### config.mk
export PLATFORM = sky130hd
export DESIGN_NAME = timer_top
export DESIGN_NICKNAME = d
export VERILOG_FILES = /design/src/hdl/timer_pkg.sv /design/src/hdl/edge_select.sv /design/src/hdl/count_ctrl.sv /design/src/hdl/wave_gen.sv /design/src/hdl/capture_bank.sv /design/src/hdl/timer_top.sv
export SDC_FILE = /design/constraint.sdc
export NUM_CORES = 1
export LEC_CHECK = 0
export BUFFER_PORTS_ARGS = -buffer_cell sky130_fd_sc_hd__buf_2
export CAP_MARGIN = 15
export CORE_ASPECT_RATIO = 2
export CORE_MARGIN = 4
export CORE_UTILIZATION = 60
export CTS_BUF_LIST = sky130_fd_sc_hd__clkbuf_4
export DETAILED_ROUTE_END_ITERATION = 16
export PLACE_DENSITY_LB_ADDON = 0.15
export SLEW_MARGIN = 20
export SYNTH_ARGS = -nofsm -noshare
export SYNTH_HDL_FRONTEND = slang
export SYNTH_HIERARCHICAL = 1
export SYNTH_SLANG_ARGS = --single-unit
### constraint.sdc
create_clock -name i_clk -period 8.41 [get_ports i_clk]
set_clock_uncertainty 0.1 [all_clocks]
set_input_delay 0.841 -clock i_clk [delete_from_list [all_inputs] [get_ports i_clk]]
set_output_delay 0.841 -clock i_clk [all_outputs]
set_load 0.05 [all_outputs]
### src/hdl/timer_pkg.sv
`default_nettype none

package timer_pkg;

    localparam int CNT_W     = 32;
    localparam int INNER_NUM = 4;  // lines from sibling timers.
    localparam int SRC_NUM   = 2 + INNER_NUM;
    localparam int SEL_W     = 3;
    localparam int SLOT_NUM  = 3;

    // routable source indices.
    localparam int SRC_EXT_A  = 0;
    localparam int SRC_EXT_B  = 1;
    localparam int SRC_INNER0 = 2; // inner line k sits at SRC_INNER0 + k.

    typedef logic [CNT_W-1:0] cnt_t;
    typedef logic [SEL_W-1:0] sel_t;
    typedef logic [1:0]       slot_t;

    typedef enum logic [1:0] {
        EDGE_RISE = 2'd0,
        EDGE_FALL = 2'd1,
        EDGE_BOTH = 2'd2,
        EDGE_NONE = 2'd3
    } edge_t;

    typedef enum logic {
        MODE_CAPTURE = 1'b0,
        MODE_WAVE    = 1'b1
    } mode_t;

endpackage

`default_nettype wire

### src/hdl/edge_select.sv
`timescale 1ns/1ns
`default_nettype none

module edge_select (
    input  wire                          i_clk,
    input  wire                          i_rst_n,
    input  wire [timer_pkg::SRC_NUM-1:0] i_src,
    input  wire timer_pkg::sel_t         i_sel,
    input  wire timer_pkg::edge_t        i_edge,
    output logic                         o_hit
);

    logic       src_bit;
    logic [1:0] samp_q;  // [0] newest, [1] previous.
    logic       rise;
    logic       fall;

    always_comb begin
        src_bit = 1'b0; // indices past the last source read low.
        if (int'(i_sel) < timer_pkg::SRC_NUM) begin
            src_bit = i_src[i_sel];
        end
    end

    // two-flop sampling, edges taken between the two stages.
    always_ff @(posedge i_clk or negedge i_rst_n) begin
        if (!i_rst_n) begin
            samp_q <= 2'b00;
        end else begin
            samp_q <= {samp_q[0], src_bit};
        end
    end

    assign rise = samp_q[0] & ~samp_q[1];
    assign fall = ~samp_q[0] & samp_q[1];

    always_comb begin
        case (i_edge)
            timer_pkg::EDGE_RISE: o_hit = rise;
            timer_pkg::EDGE_FALL: o_hit = fall;
            timer_pkg::EDGE_BOTH: o_hit = rise | fall;
            default:              o_hit = 1'b0; // edge none.
        endcase
    end

    // a floating select would feed x into the run and capture logic.
    a_sel_known: assert property (
        @(posedge i_clk) disable iff (!i_rst_n)
        !$isunknown(i_sel)
    ) else $error("edge_select: unknown source index");

endmodule

`default_nettype wire

### src/hdl/count_ctrl.sv
`timescale 1ns/1ns
`default_nettype none

module count_ctrl (
    input  wire                    i_clk,
    input  wire                    i_rst_n,
    input  wire                    i_enable,
    input  wire                    i_soft_start,
    input  wire                    i_soft_stop,
    input  wire                    i_soft_clear,
    input  wire                    i_start_hit,
    input  wire                    i_stop_hit,
    input  wire timer_pkg::mode_t  i_mode,
    input  wire                    i_end_a,
    input  wire                    i_end_b,
    input  wire                    i_stop_at_end_a,
    input  wire                    i_stop_at_end_b,
    output timer_pkg::cnt_t        o_count,
    output logic                   o_running,
    output logic                   o_wave_en,
    output logic                   o_cap_en,
    output logic                   o_clear
);

    logic [2:0] soft_q; // start, stop, clear as last seen.
    logic       soft_start;
    logic       soft_stop;
    logic       soft_clear;
    logic       start_cmd;
    logic       stop_cmd;
    logic       end_stop;
    logic       end_restart;

    always_ff @(posedge i_clk or negedge i_rst_n) begin
        if (!i_rst_n) begin
            soft_q <= 3'b000;
        end else begin
            soft_q <= {i_soft_start, i_soft_stop, i_soft_clear};
        end
    end

    // every level change of a soft line is one command.
    assign soft_start = i_soft_start ^ soft_q[2];
    assign soft_stop  = i_soft_stop ^ soft_q[1];
    assign soft_clear = i_soft_clear ^ soft_q[0];

    assign start_cmd = soft_start | i_start_hit;
    assign stop_cmd  = soft_stop | i_stop_hit;

    assign end_stop    = (i_end_a & i_stop_at_end_a) | (i_end_b & i_stop_at_end_b);
    assign end_restart = (i_end_a & ~i_stop_at_end_a) | (i_end_b & ~i_stop_at_end_b);

    assign o_clear = ~i_enable | soft_clear; // held while disabled.

    // run flag and mode enables.
    always_ff @(posedge i_clk or negedge i_rst_n) begin
        if (!i_rst_n) begin
            o_running <= 1'b0;
            o_wave_en <= 1'b0;
            o_cap_en  <= 1'b0;
        end else if (!i_enable || stop_cmd) begin // stop beats start.
            o_running <= 1'b0;
            o_wave_en <= 1'b0;
            o_cap_en  <= 1'b0;
        end else if (start_cmd) begin
            o_running <= 1'b1;
            o_wave_en <= (i_mode == timer_pkg::MODE_WAVE);
            o_cap_en  <= (i_mode == timer_pkg::MODE_CAPTURE);
        end else if (end_stop) begin
            o_running <= 1'b0;
            o_wave_en <= 1'b0;
            o_cap_en  <= 1'b0;
        end
    end

    always_ff @(posedge i_clk or negedge i_rst_n) begin
        if (!i_rst_n) begin
            o_count <= '0;
        end else if (o_clear) begin
            o_count <= '0;
        end else if (o_running && !stop_cmd && !end_stop) begin
            if (end_restart) begin
                o_count <= '0; // period end, next period.
            end else begin
                o_count <= o_count + 1'b1;
            end
        end
    end

    // waveform and capture share the counter, only one may own it.
    a_one_mode: assert property (
        @(posedge i_clk) disable iff (!i_rst_n)
        !(o_wave_en && o_cap_en)
    ) else $error("count_ctrl: wave and capture enabled together");

endmodule

`default_nettype wire

### src/hdl/wave_gen.sv
`timescale 1ns/1ns
`default_nettype none

module wave_gen (
    input  wire                   i_clk,
    input  wire                   i_rst_n,
    input  wire                   i_wave_en,
    input  wire timer_pkg::cnt_t  i_count,
    input  wire timer_pkg::cnt_t  i_target0,
    input  wire timer_pkg::cnt_t  i_target1,
    input  wire timer_pkg::cnt_t  i_target2,
    input  wire                   i_keep_at_end,
    input  wire                   i_idle_level,
    output logic                  o_dout,
    output logic                  o_oen,
    output logic                  o_end
);

    logic hit0;
    logic hit1;
    logic hit2;

    assign hit0 = (i_count == i_target0);
    assign hit1 = (i_count == i_target1);
    assign hit2 = (i_count == i_target2);

    // period end goes to the counter control.
    assign o_end = i_wave_en & hit2;

    always_ff @(posedge i_clk or negedge i_rst_n) begin
        if (!i_rst_n) begin
            o_oen <= 1'b1; // released.
        end else begin
            o_oen <= ~i_wave_en;
        end
    end

    always_ff @(posedge i_clk or negedge i_rst_n) begin
        if (!i_rst_n) begin
            o_dout <= 1'b0;
        end else if (!i_wave_en) begin
            o_dout <= i_idle_level;
        end else if (hit0) begin
            o_dout <= 1'b0;   // fall point.
        end else if (hit1) begin
            o_dout <= 1'b1;   // rise point.
        end else if (hit2 && !i_keep_at_end) begin
            o_dout <= i_idle_level;
        end
    end

endmodule

`default_nettype wire

### src/hdl/capture_bank.sv
`timescale 1ns/1ns
`default_nettype none

module capture_bank (
    input  wire                            i_clk,
    input  wire                            i_rst_n,
    input  wire                            i_cap_en,
    input  wire                            i_clear,
    input  wire                            i_hit,
    input  wire timer_pkg::cnt_t           i_count,
    input  wire [timer_pkg::SLOT_NUM-1:0]  i_overwrite,
    input  wire                            i_rd_req,
    input  wire timer_pkg::slot_t          i_rd_slot,
    output logic [timer_pkg::SLOT_NUM-1:0] o_status,
    output logic                           o_rd_ack,
    output timer_pkg::cnt_t                o_rd_data
);

    localparam logic [timer_pkg::SLOT_NUM-1:0] ONE_HOT0 = 1;

    timer_pkg::cnt_t                slot_q [timer_pkg::SLOT_NUM];
    timer_pkg::slot_t               wr_idx;
    timer_pkg::slot_t               rd_idx_q;  // slot of the read in flight.
    logic [timer_pkg::SLOT_NUM-1:0] status_q;
    logic [timer_pkg::SLOT_NUM-1:0] set_mask;
    logic [timer_pkg::SLOT_NUM-1:0] clr_mask;
    logic                           cap_fire;
    logic                           wr_ok;
    logic                           rd_start;
    logic                           rd_done;

    assign cap_fire = i_cap_en & i_hit;
    // discard policy keeps a slot until it is read.
    assign wr_ok    = ~status_q[wr_idx] | i_overwrite[wr_idx];
    assign rd_start = i_rd_req & ~o_rd_ack;
    assign rd_done  = o_rd_ack & ~i_rd_req;

    assign set_mask = cap_fire ? (ONE_HOT0 << wr_idx) : '0;
    assign clr_mask = rd_done ? (ONE_HOT0 << rd_idx_q) : '0;

    assign o_status = status_q;

    // slots, ring index and status.
    always_ff @(posedge i_clk or negedge i_rst_n) begin
        if (!i_rst_n) begin
            for (int i = 0; i < timer_pkg::SLOT_NUM; i++) begin
                slot_q[i] <= '0;
            end
            wr_idx   <= '0;
            status_q <= '0;
        end else if (i_clear) begin
            for (int i = 0; i < timer_pkg::SLOT_NUM; i++) begin
                slot_q[i] <= '0;
            end
            wr_idx   <= '0;
            status_q <= '0;
        end else begin
            if (cap_fire) begin
                if (wr_ok) begin
                    slot_q[wr_idx] <= i_count;
                end
                if (wr_idx == timer_pkg::slot_t'(timer_pkg::SLOT_NUM - 1)) begin
                    wr_idx <= '0;
                end else begin
                    wr_idx <= wr_idx + 1'b1;
                end
            end
            status_q <= (status_q & ~clr_mask) | set_mask; // capture wins.
        end
    end

    // four-phase read handshake.
    always_ff @(posedge i_clk or negedge i_rst_n) begin
        if (!i_rst_n) begin
            o_rd_ack <= 1'b0;
            rd_idx_q <= '0;
        end else if (rd_start) begin
            o_rd_ack <= 1'b1;
            rd_idx_q <= i_rd_slot;
        end else if (rd_done) begin
            o_rd_ack <= 1'b0;
        end
    end

    always_ff @(posedge i_clk) begin
        if (rd_start) begin
            if (int'(i_rd_slot) < timer_pkg::SLOT_NUM) begin
                o_rd_data <= slot_q[i_rd_slot];
            end else begin
                o_rd_data <= '0; // no such slot.
            end
        end
    end

    // the host holds req until it sees ack.
    a_ack_after_req: assert property (
        @(posedge i_clk) disable iff (!i_rst_n)
        $rose(o_rd_ack) |-> i_rd_req
    ) else $error("capture_bank: ack raised without a request");

endmodule

`default_nettype wire

### src/hdl/timer_top.sv
`timescale 1ns/1ns
`default_nettype none

module timer_top (
    input  wire                             i_clk,
    input  wire                             i_rst_n,
    input  wire                             i_enable,
    input  wire                             i_extern_din_a,
    input  wire                             i_extern_din_b,
    input  wire [timer_pkg::INNER_NUM-1:0]  i_inner_din,
    input  wire                             i_soft_start,
    input  wire                             i_soft_stop,
    input  wire                             i_soft_clear,
    input  wire timer_pkg::sel_t            i_sel_start,
    input  wire timer_pkg::sel_t            i_sel_stop,
    input  wire timer_pkg::sel_t            i_sel_din0,
    input  wire timer_pkg::sel_t            i_sel_din1,
    input  wire timer_pkg::edge_t           i_edge_start,
    input  wire timer_pkg::edge_t           i_edge_stop,
    input  wire timer_pkg::edge_t           i_edge_din0,
    input  wire timer_pkg::edge_t           i_edge_din1,
    input  wire timer_pkg::mode_t           i_mode,
    input  wire timer_pkg::cnt_t            i_target_a0,
    input  wire timer_pkg::cnt_t            i_target_a1,
    input  wire timer_pkg::cnt_t            i_target_a2,
    input  wire timer_pkg::cnt_t            i_target_b0,
    input  wire timer_pkg::cnt_t            i_target_b1,
    input  wire timer_pkg::cnt_t            i_target_b2,
    input  wire                             i_stop_at_end_a,
    input  wire                             i_stop_at_end_b,
    input  wire                             i_keep_at_end_a,
    input  wire                             i_keep_at_end_b,
    input  wire                             i_idle_level_a,
    input  wire                             i_idle_level_b,
    input  wire [timer_pkg::SLOT_NUM-1:0]   i_overwrite_a,
    input  wire [timer_pkg::SLOT_NUM-1:0]   i_overwrite_b,
    input  wire                             i_rd_req_a,
    input  wire timer_pkg::slot_t           i_rd_slot_a,
    input  wire                             i_rd_req_b,
    input  wire timer_pkg::slot_t           i_rd_slot_b,
    output logic                            o_rd_ack_a,
    output timer_pkg::cnt_t                 o_rd_data_a,
    output logic                            o_rd_ack_b,
    output timer_pkg::cnt_t                 o_rd_data_b,
    output logic [timer_pkg::SLOT_NUM-1:0]  o_status_a,
    output logic [timer_pkg::SLOT_NUM-1:0]  o_status_b,
    output timer_pkg::cnt_t                 o_count,
    output logic                            o_running,
    output logic                            o_dout_a,
    output logic                            o_oen_a,
    output logic                            o_dout_b,
    output logic                            o_oen_b
);

    logic [timer_pkg::SRC_NUM-1:0] src;
    logic start_hit, stop_hit;
    logic din0_hit, din1_hit;
    logic wave_en, cap_en, clear;
    logic end_a, end_b;

    // source vector shared by all four selectors.
    assign src[timer_pkg::SRC_EXT_A] = i_extern_din_a;
    assign src[timer_pkg::SRC_EXT_B] = i_extern_din_b;
    assign src[timer_pkg::SRC_INNER0 +: timer_pkg::INNER_NUM] = i_inner_din;

    edge_select u_sel_start (.i_clk, .i_rst_n, .i_src(src), .i_sel(i_sel_start),
                             .i_edge(i_edge_start), .o_hit(start_hit));
    edge_select u_sel_stop (.i_clk, .i_rst_n, .i_src(src), .i_sel(i_sel_stop),
                            .i_edge(i_edge_stop), .o_hit(stop_hit));
    edge_select u_sel_din0 (.i_clk, .i_rst_n, .i_src(src), .i_sel(i_sel_din0),
                            .i_edge(i_edge_din0), .o_hit(din0_hit));
    edge_select u_sel_din1 (.i_clk, .i_rst_n, .i_src(src), .i_sel(i_sel_din1),
                            .i_edge(i_edge_din1), .o_hit(din1_hit));

    count_ctrl u_count_ctrl (
        .i_clk, .i_rst_n, .i_enable, .i_soft_start, .i_soft_stop, .i_soft_clear,
        .i_start_hit(start_hit), .i_stop_hit(stop_hit), .i_mode,
        .i_end_a(end_a), .i_end_b(end_b), .i_stop_at_end_a, .i_stop_at_end_b,
        .o_count, .o_running, .o_wave_en(wave_en), .o_cap_en(cap_en), .o_clear(clear)
    );

    wave_gen u_wave_a (
        .i_clk, .i_rst_n, .i_wave_en(wave_en), .i_count(o_count),
        .i_target0(i_target_a0), .i_target1(i_target_a1), .i_target2(i_target_a2),
        .i_keep_at_end(i_keep_at_end_a), .i_idle_level(i_idle_level_a),
        .o_dout(o_dout_a), .o_oen(o_oen_a), .o_end(end_a)
    );
    wave_gen u_wave_b (
        .i_clk, .i_rst_n, .i_wave_en(wave_en), .i_count(o_count),
        .i_target0(i_target_b0), .i_target1(i_target_b1), .i_target2(i_target_b2),
        .i_keep_at_end(i_keep_at_end_b), .i_idle_level(i_idle_level_b),
        .o_dout(o_dout_b), .o_oen(o_oen_b), .o_end(end_b)
    );

    capture_bank u_cap_a (
        .i_clk, .i_rst_n, .i_cap_en(cap_en), .i_clear(clear), .i_hit(din0_hit),
        .i_count(o_count), .i_overwrite(i_overwrite_a), .i_rd_req(i_rd_req_a),
        .i_rd_slot(i_rd_slot_a), .o_status(o_status_a), .o_rd_ack(o_rd_ack_a),
        .o_rd_data(o_rd_data_a)
    );
    capture_bank u_cap_b (
        .i_clk, .i_rst_n, .i_cap_en(cap_en), .i_clear(clear), .i_hit(din1_hit),
        .i_count(o_count), .i_overwrite(i_overwrite_b), .i_rd_req(i_rd_req_b),
        .i_rd_slot(i_rd_slot_b), .o_status(o_status_b), .o_rd_ack(o_rd_ack_b),
        .o_rd_data(o_rd_data_b)
    );

endmodule

`default_nettype wire

==> out/summary.md <==
The number of setup buffers added after CTS was 0. In this run, placement finished with an instance count of 2194. The type of the setup path with the least slack was flip-flop to flip-flop.

Summed over all nets, the half-perimeter wirelength after detailed placement is 39100 um. Across all layers, the routed design uses 14700 vias. The global-route usage over all layers was 0.364; the fmax was 222 MHz. The relative slew slack is 0.211. The floorplan die height was 246 um.

The tools report the number of routed nets with antenna violations as 0. Type of the most critical hold path: input pin to asynchronous set/reset pin. The count of H-tree levels built during CTS came out at 3. Traced cell by cell, the critical path runs through xor2_1 > nor4_1 > nand4_1 > nor3_1 > a22oi_2 > and4bb_1 > nor2_2 > o21ai_1 > o31ai_1.

Global-route wire length before repair: 86500 um. The share of the clock period used by the worst path after layout was 0.535. Summed over all cells, the static leakage comes to 9.59 nW.

Number of hold violations in the final report: 0. TritonCTS built the clock tree. For the sequential area share after synthesis, the log shows 0.494. A synthesized cell averages 11.0 um^2. The clock-pin slew reported for the worst setup and hold paths after clock tree synthesis is 0.07 ns. In this run the core area contains 86 standard-cell rows.

The average detailed-routed wire length per instance works out to 25.0 um. For the total clock sinks, the log shows 322. In this run, post-CTS hold repair placed 0 buffers.

The logs give 1252 for the DRC marker count from the first detailed-route iteration and 0 for the global-route congestion overflow total. The non-filler instance count after layout was 2332; the arrival time reported for the critical path endpoint was 4.95 ns. Clock tree synthesis selected as its root buffer the cell clkbuf_4. In this run, distinct cell masters in the synthesized netlist total 71. In this run the deepest clock path goes through 3 buffers. The maximum vdd ir drop is 0.172 mV. For this design the top-level I/O count stands at 352. At the later pin of the worst-skew pair, clock insertion delay measures 0.74 ns. For this run, design rule violations remaining after detail routing come to 0. Setup violations remaining at the end of the flow were counted as 0. The sort of element at the start of the critical path is a flip-flop. The most used flip-flop cell after synthesis was dfrtp_1. At the worst endpoint, the required time is 8.86 ns. In this run the horizontal extent of the chip is 127 um.

The actual slew at the worst max-slew pin is 1.18 ns, and the power density over cell area is 180 nW/um^2. The run gives 0 as the final count of pins violating max slew. Subtracting the final worst setup slack from the clock period gives 4.50 ns. The share of flip-flops with an asynchronous set or reset after synthesis was 0.801; the number of input and output port buffers inserted was 351. Synthesis handed over a netlist of 1539 instances.

The flow ran to the end, and the final reports show no timing, DRC or antenna violations. After clock tree synthesis, the repair step resized 0 gates. The kind of cell adding the most delay to the critical path is simple AND/OR/NAND/NOR gates.

The critical path contains buffers and inverters numbering 0 combined. The post-synthesis net count is 1795, and the final estimated routing congestion in global placement is 0.950. The number of synthesized register bits works out to 322.

The first TritonRoute pass finished after 6 iterations. The worst setup path is captured at a flip-flop. The ratio of routed vias to standard cells works out to 6.30. The standard cell area after detailed placement was 19100 um^2. Yosys mapped a number of flops with a built-in enable equal to 64. The run gives 31200 um^2 as the area enclosed by the die boundary. During synthesis, Yosys emitted a total of 6 warnings.

The total of max-cap violations is 0. For this design, the slowest cell found on the critical path is dfrtp_1. The tools report the pin count of the biggest net entering global routing as 134. Setup repair after global routing left no endpoint under its margin. The initial antenna violation count was 4; the layout net count was 2175. The logs give 15000 for the via count of the first global-routing pass and 17000 um^2 for the mapped cell area. The run gives 2121 as the fill cell total of the finished layout.

Once layout is done, the placed cells without fillers occupy 20100 um^2. TritonCTS created 74 clock buffers. In this run the standard cell core region covers 27800 um^2. The tools report the routed wire length as 58300 um. The delay of the slowest critical-path stage works out to 1.13 ns. Adding up every negative setup slack in the final design gives 0 ns.

Of all nets on the critical path, the largest fanout is 18. The share of layout cells above drive strength 1 was 0.282. Compared with the post-synthesis result, the final layout area differs by 18.4%. The run gives 0.611 as the starting density of the core.
==> cell usage after synthesis, drive strengths merged, types with 3 or more instances <==
cell type	number	area share
a2111oi	3	0.0023
a211oi	5	0.0022
a21oi	59	0.018
a22o	97	0.050
a31oi	5	0.0018
a41oi	4	0.0021
and2	4	0.0015
and4bb	3	0.0022
buf	52	0.019
clkbuf	35	0.0077
dfrtp	256	0.38
edfxtp	64	0.11
ha	13	0.0096
inv	31	0.0069
mux2	7	0.0046
mux2i	138	0.081
mux4	4	0.0053
nand2	93	0.021
nand2b	108	0.040
nand3	17	0.0060
nand4	60	0.023
nand4b	3	0.0024
nor2	37	0.0086
nor2b	6	0.0022
nor3	16	0.0063
nor4	44	0.018
o2111ai	4	0.0021
o211ai	3	0.0013
o21ai	117	0.035
o22ai	9	0.0033
o2bb2ai	4	0.0021
or3	7	0.0026
xnor2	40	0.021
xor2	165	0.085
==> logic make-up (layout without fill, tap and decap cells) <==
kind of cell             after synthesis  in the layout  share of synthesized area
flip-flops                           322            322                      0.494
AO/OA/AOI/OAI                        321            321                      0.126
XOR/XNOR                             205            205                      0.106
buffers and inverters                118            555                     0.0337
other                                  0              4                          0
AND/OR/NAND/NOR                      411            411                      0.140
adder cells (fa/ha/maj)               13             13                    0.00959
multiplexers                         149            149                     0.0914
==> flip-flops by register name (all words and copies together), names as in the netlist, 3 cells and up <==
name                  count
u_cap_b/o_rd_data        32
u_cap_b/slot_q           96
u_cap_a/o_rd_data        32
u_cap_a/slot_q           96
u_count_ctrl/o_count     32
u_cap_b/o_status          3
u_count_ctrl/soft_q       3
u_cap_a/o_status          3
==> worst paths after layout <==
check / end / cells after the start / slack [ns] / from
max: u_count_ctrl/o_count[8] / 9 / 3.91 / u_count_ctrl/o_count[12]
min: u_cap_b/slot_q[40] / 1 / 0.05 / i_rst_n
max reg2reg: u_count_ctrl/o_count[8] / 9 / 3.91 / u_count_ctrl/o_count[12]
min reg2reg: u_sel_stop/samp_q[1] / 0 / 0.30 / u_sel_stop/samp_q[0]
max in group asynchronous: u_cap_a/slot_q[61] / 2 / 6.74 / i_rst_n
min in group i_clk: u_count_ctrl/soft_q[2] / 1 / 0.14 / i_soft_start
==> area by class of cell <==
class                           instances  area, um^2  area share
Clock buffer                          115         863      0.0430
Inverter                               31         118     0.00585
Antenna cell                            4        10.0    0.000498
Timing Repair Buffer                  391        2100       0.104
Tap cell                              352         440      0.0219
Sequential cell                       322        8380       0.417
Multi-Input combinational cell       1099        8090       0.402
Clock inverter                         18        95.1     0.00473
==> per-layer routing <==
metal  up-vias  wire length, um  global-route usage
li1       6384                -                   -
met1      7258            20400               0.417
met2       843            29200               0.617
met3       199             4790              0.0741
met4         0             3850               0.227
met5         -                0                   0
==> per-stage QoR <==
step                total power [mW]  utilization  hold slack [ns]  setup WS [ns]
finish                          3.62        0.724           0.0498           3.91
global route                    3.75        0.724           0.0872           3.88
global placement                2.35        0.688            0.289           4.25
floorplan                       2.13            -            0.280           5.33
detailed placement              2.36        0.688            0.296           4.15
CTS                             3.63        0.722           0.0688           4.14
==> where the power goes <==
part	internal, mW	switching, mW	total [mW]
registers	1.68	0.0363	1.71
clock network	0.653	0.634	1.29
logic	0.172	0.447	0.620
total	2.50	1.12	3.62
==> placed cells by master (no fill, tap or decap), types with 8 or more instances in the layout <==
master / count
ha_1: 13
o22ai_1: 8
nand4_1: 59
buf_2: 350
xnor2_1: 40
clkbuf_4: 115
buf_4: 38
edfxtp_1: 64
a22o_1: 97
mux2i_1: 138
dfrtp_1: 256
nor4_1: 41
a21oi_1: 57
inv_1: 29
o21ai_0: 105
nor3_1: 11
clkinv_1: 15
xor2_1: 165
o21ai_1: 10
nand2_1: 93
nand2b_1: 107
nand3_1: 15
nor2_1: 34
Note: power is estimated with default switching activity, not from simulation.
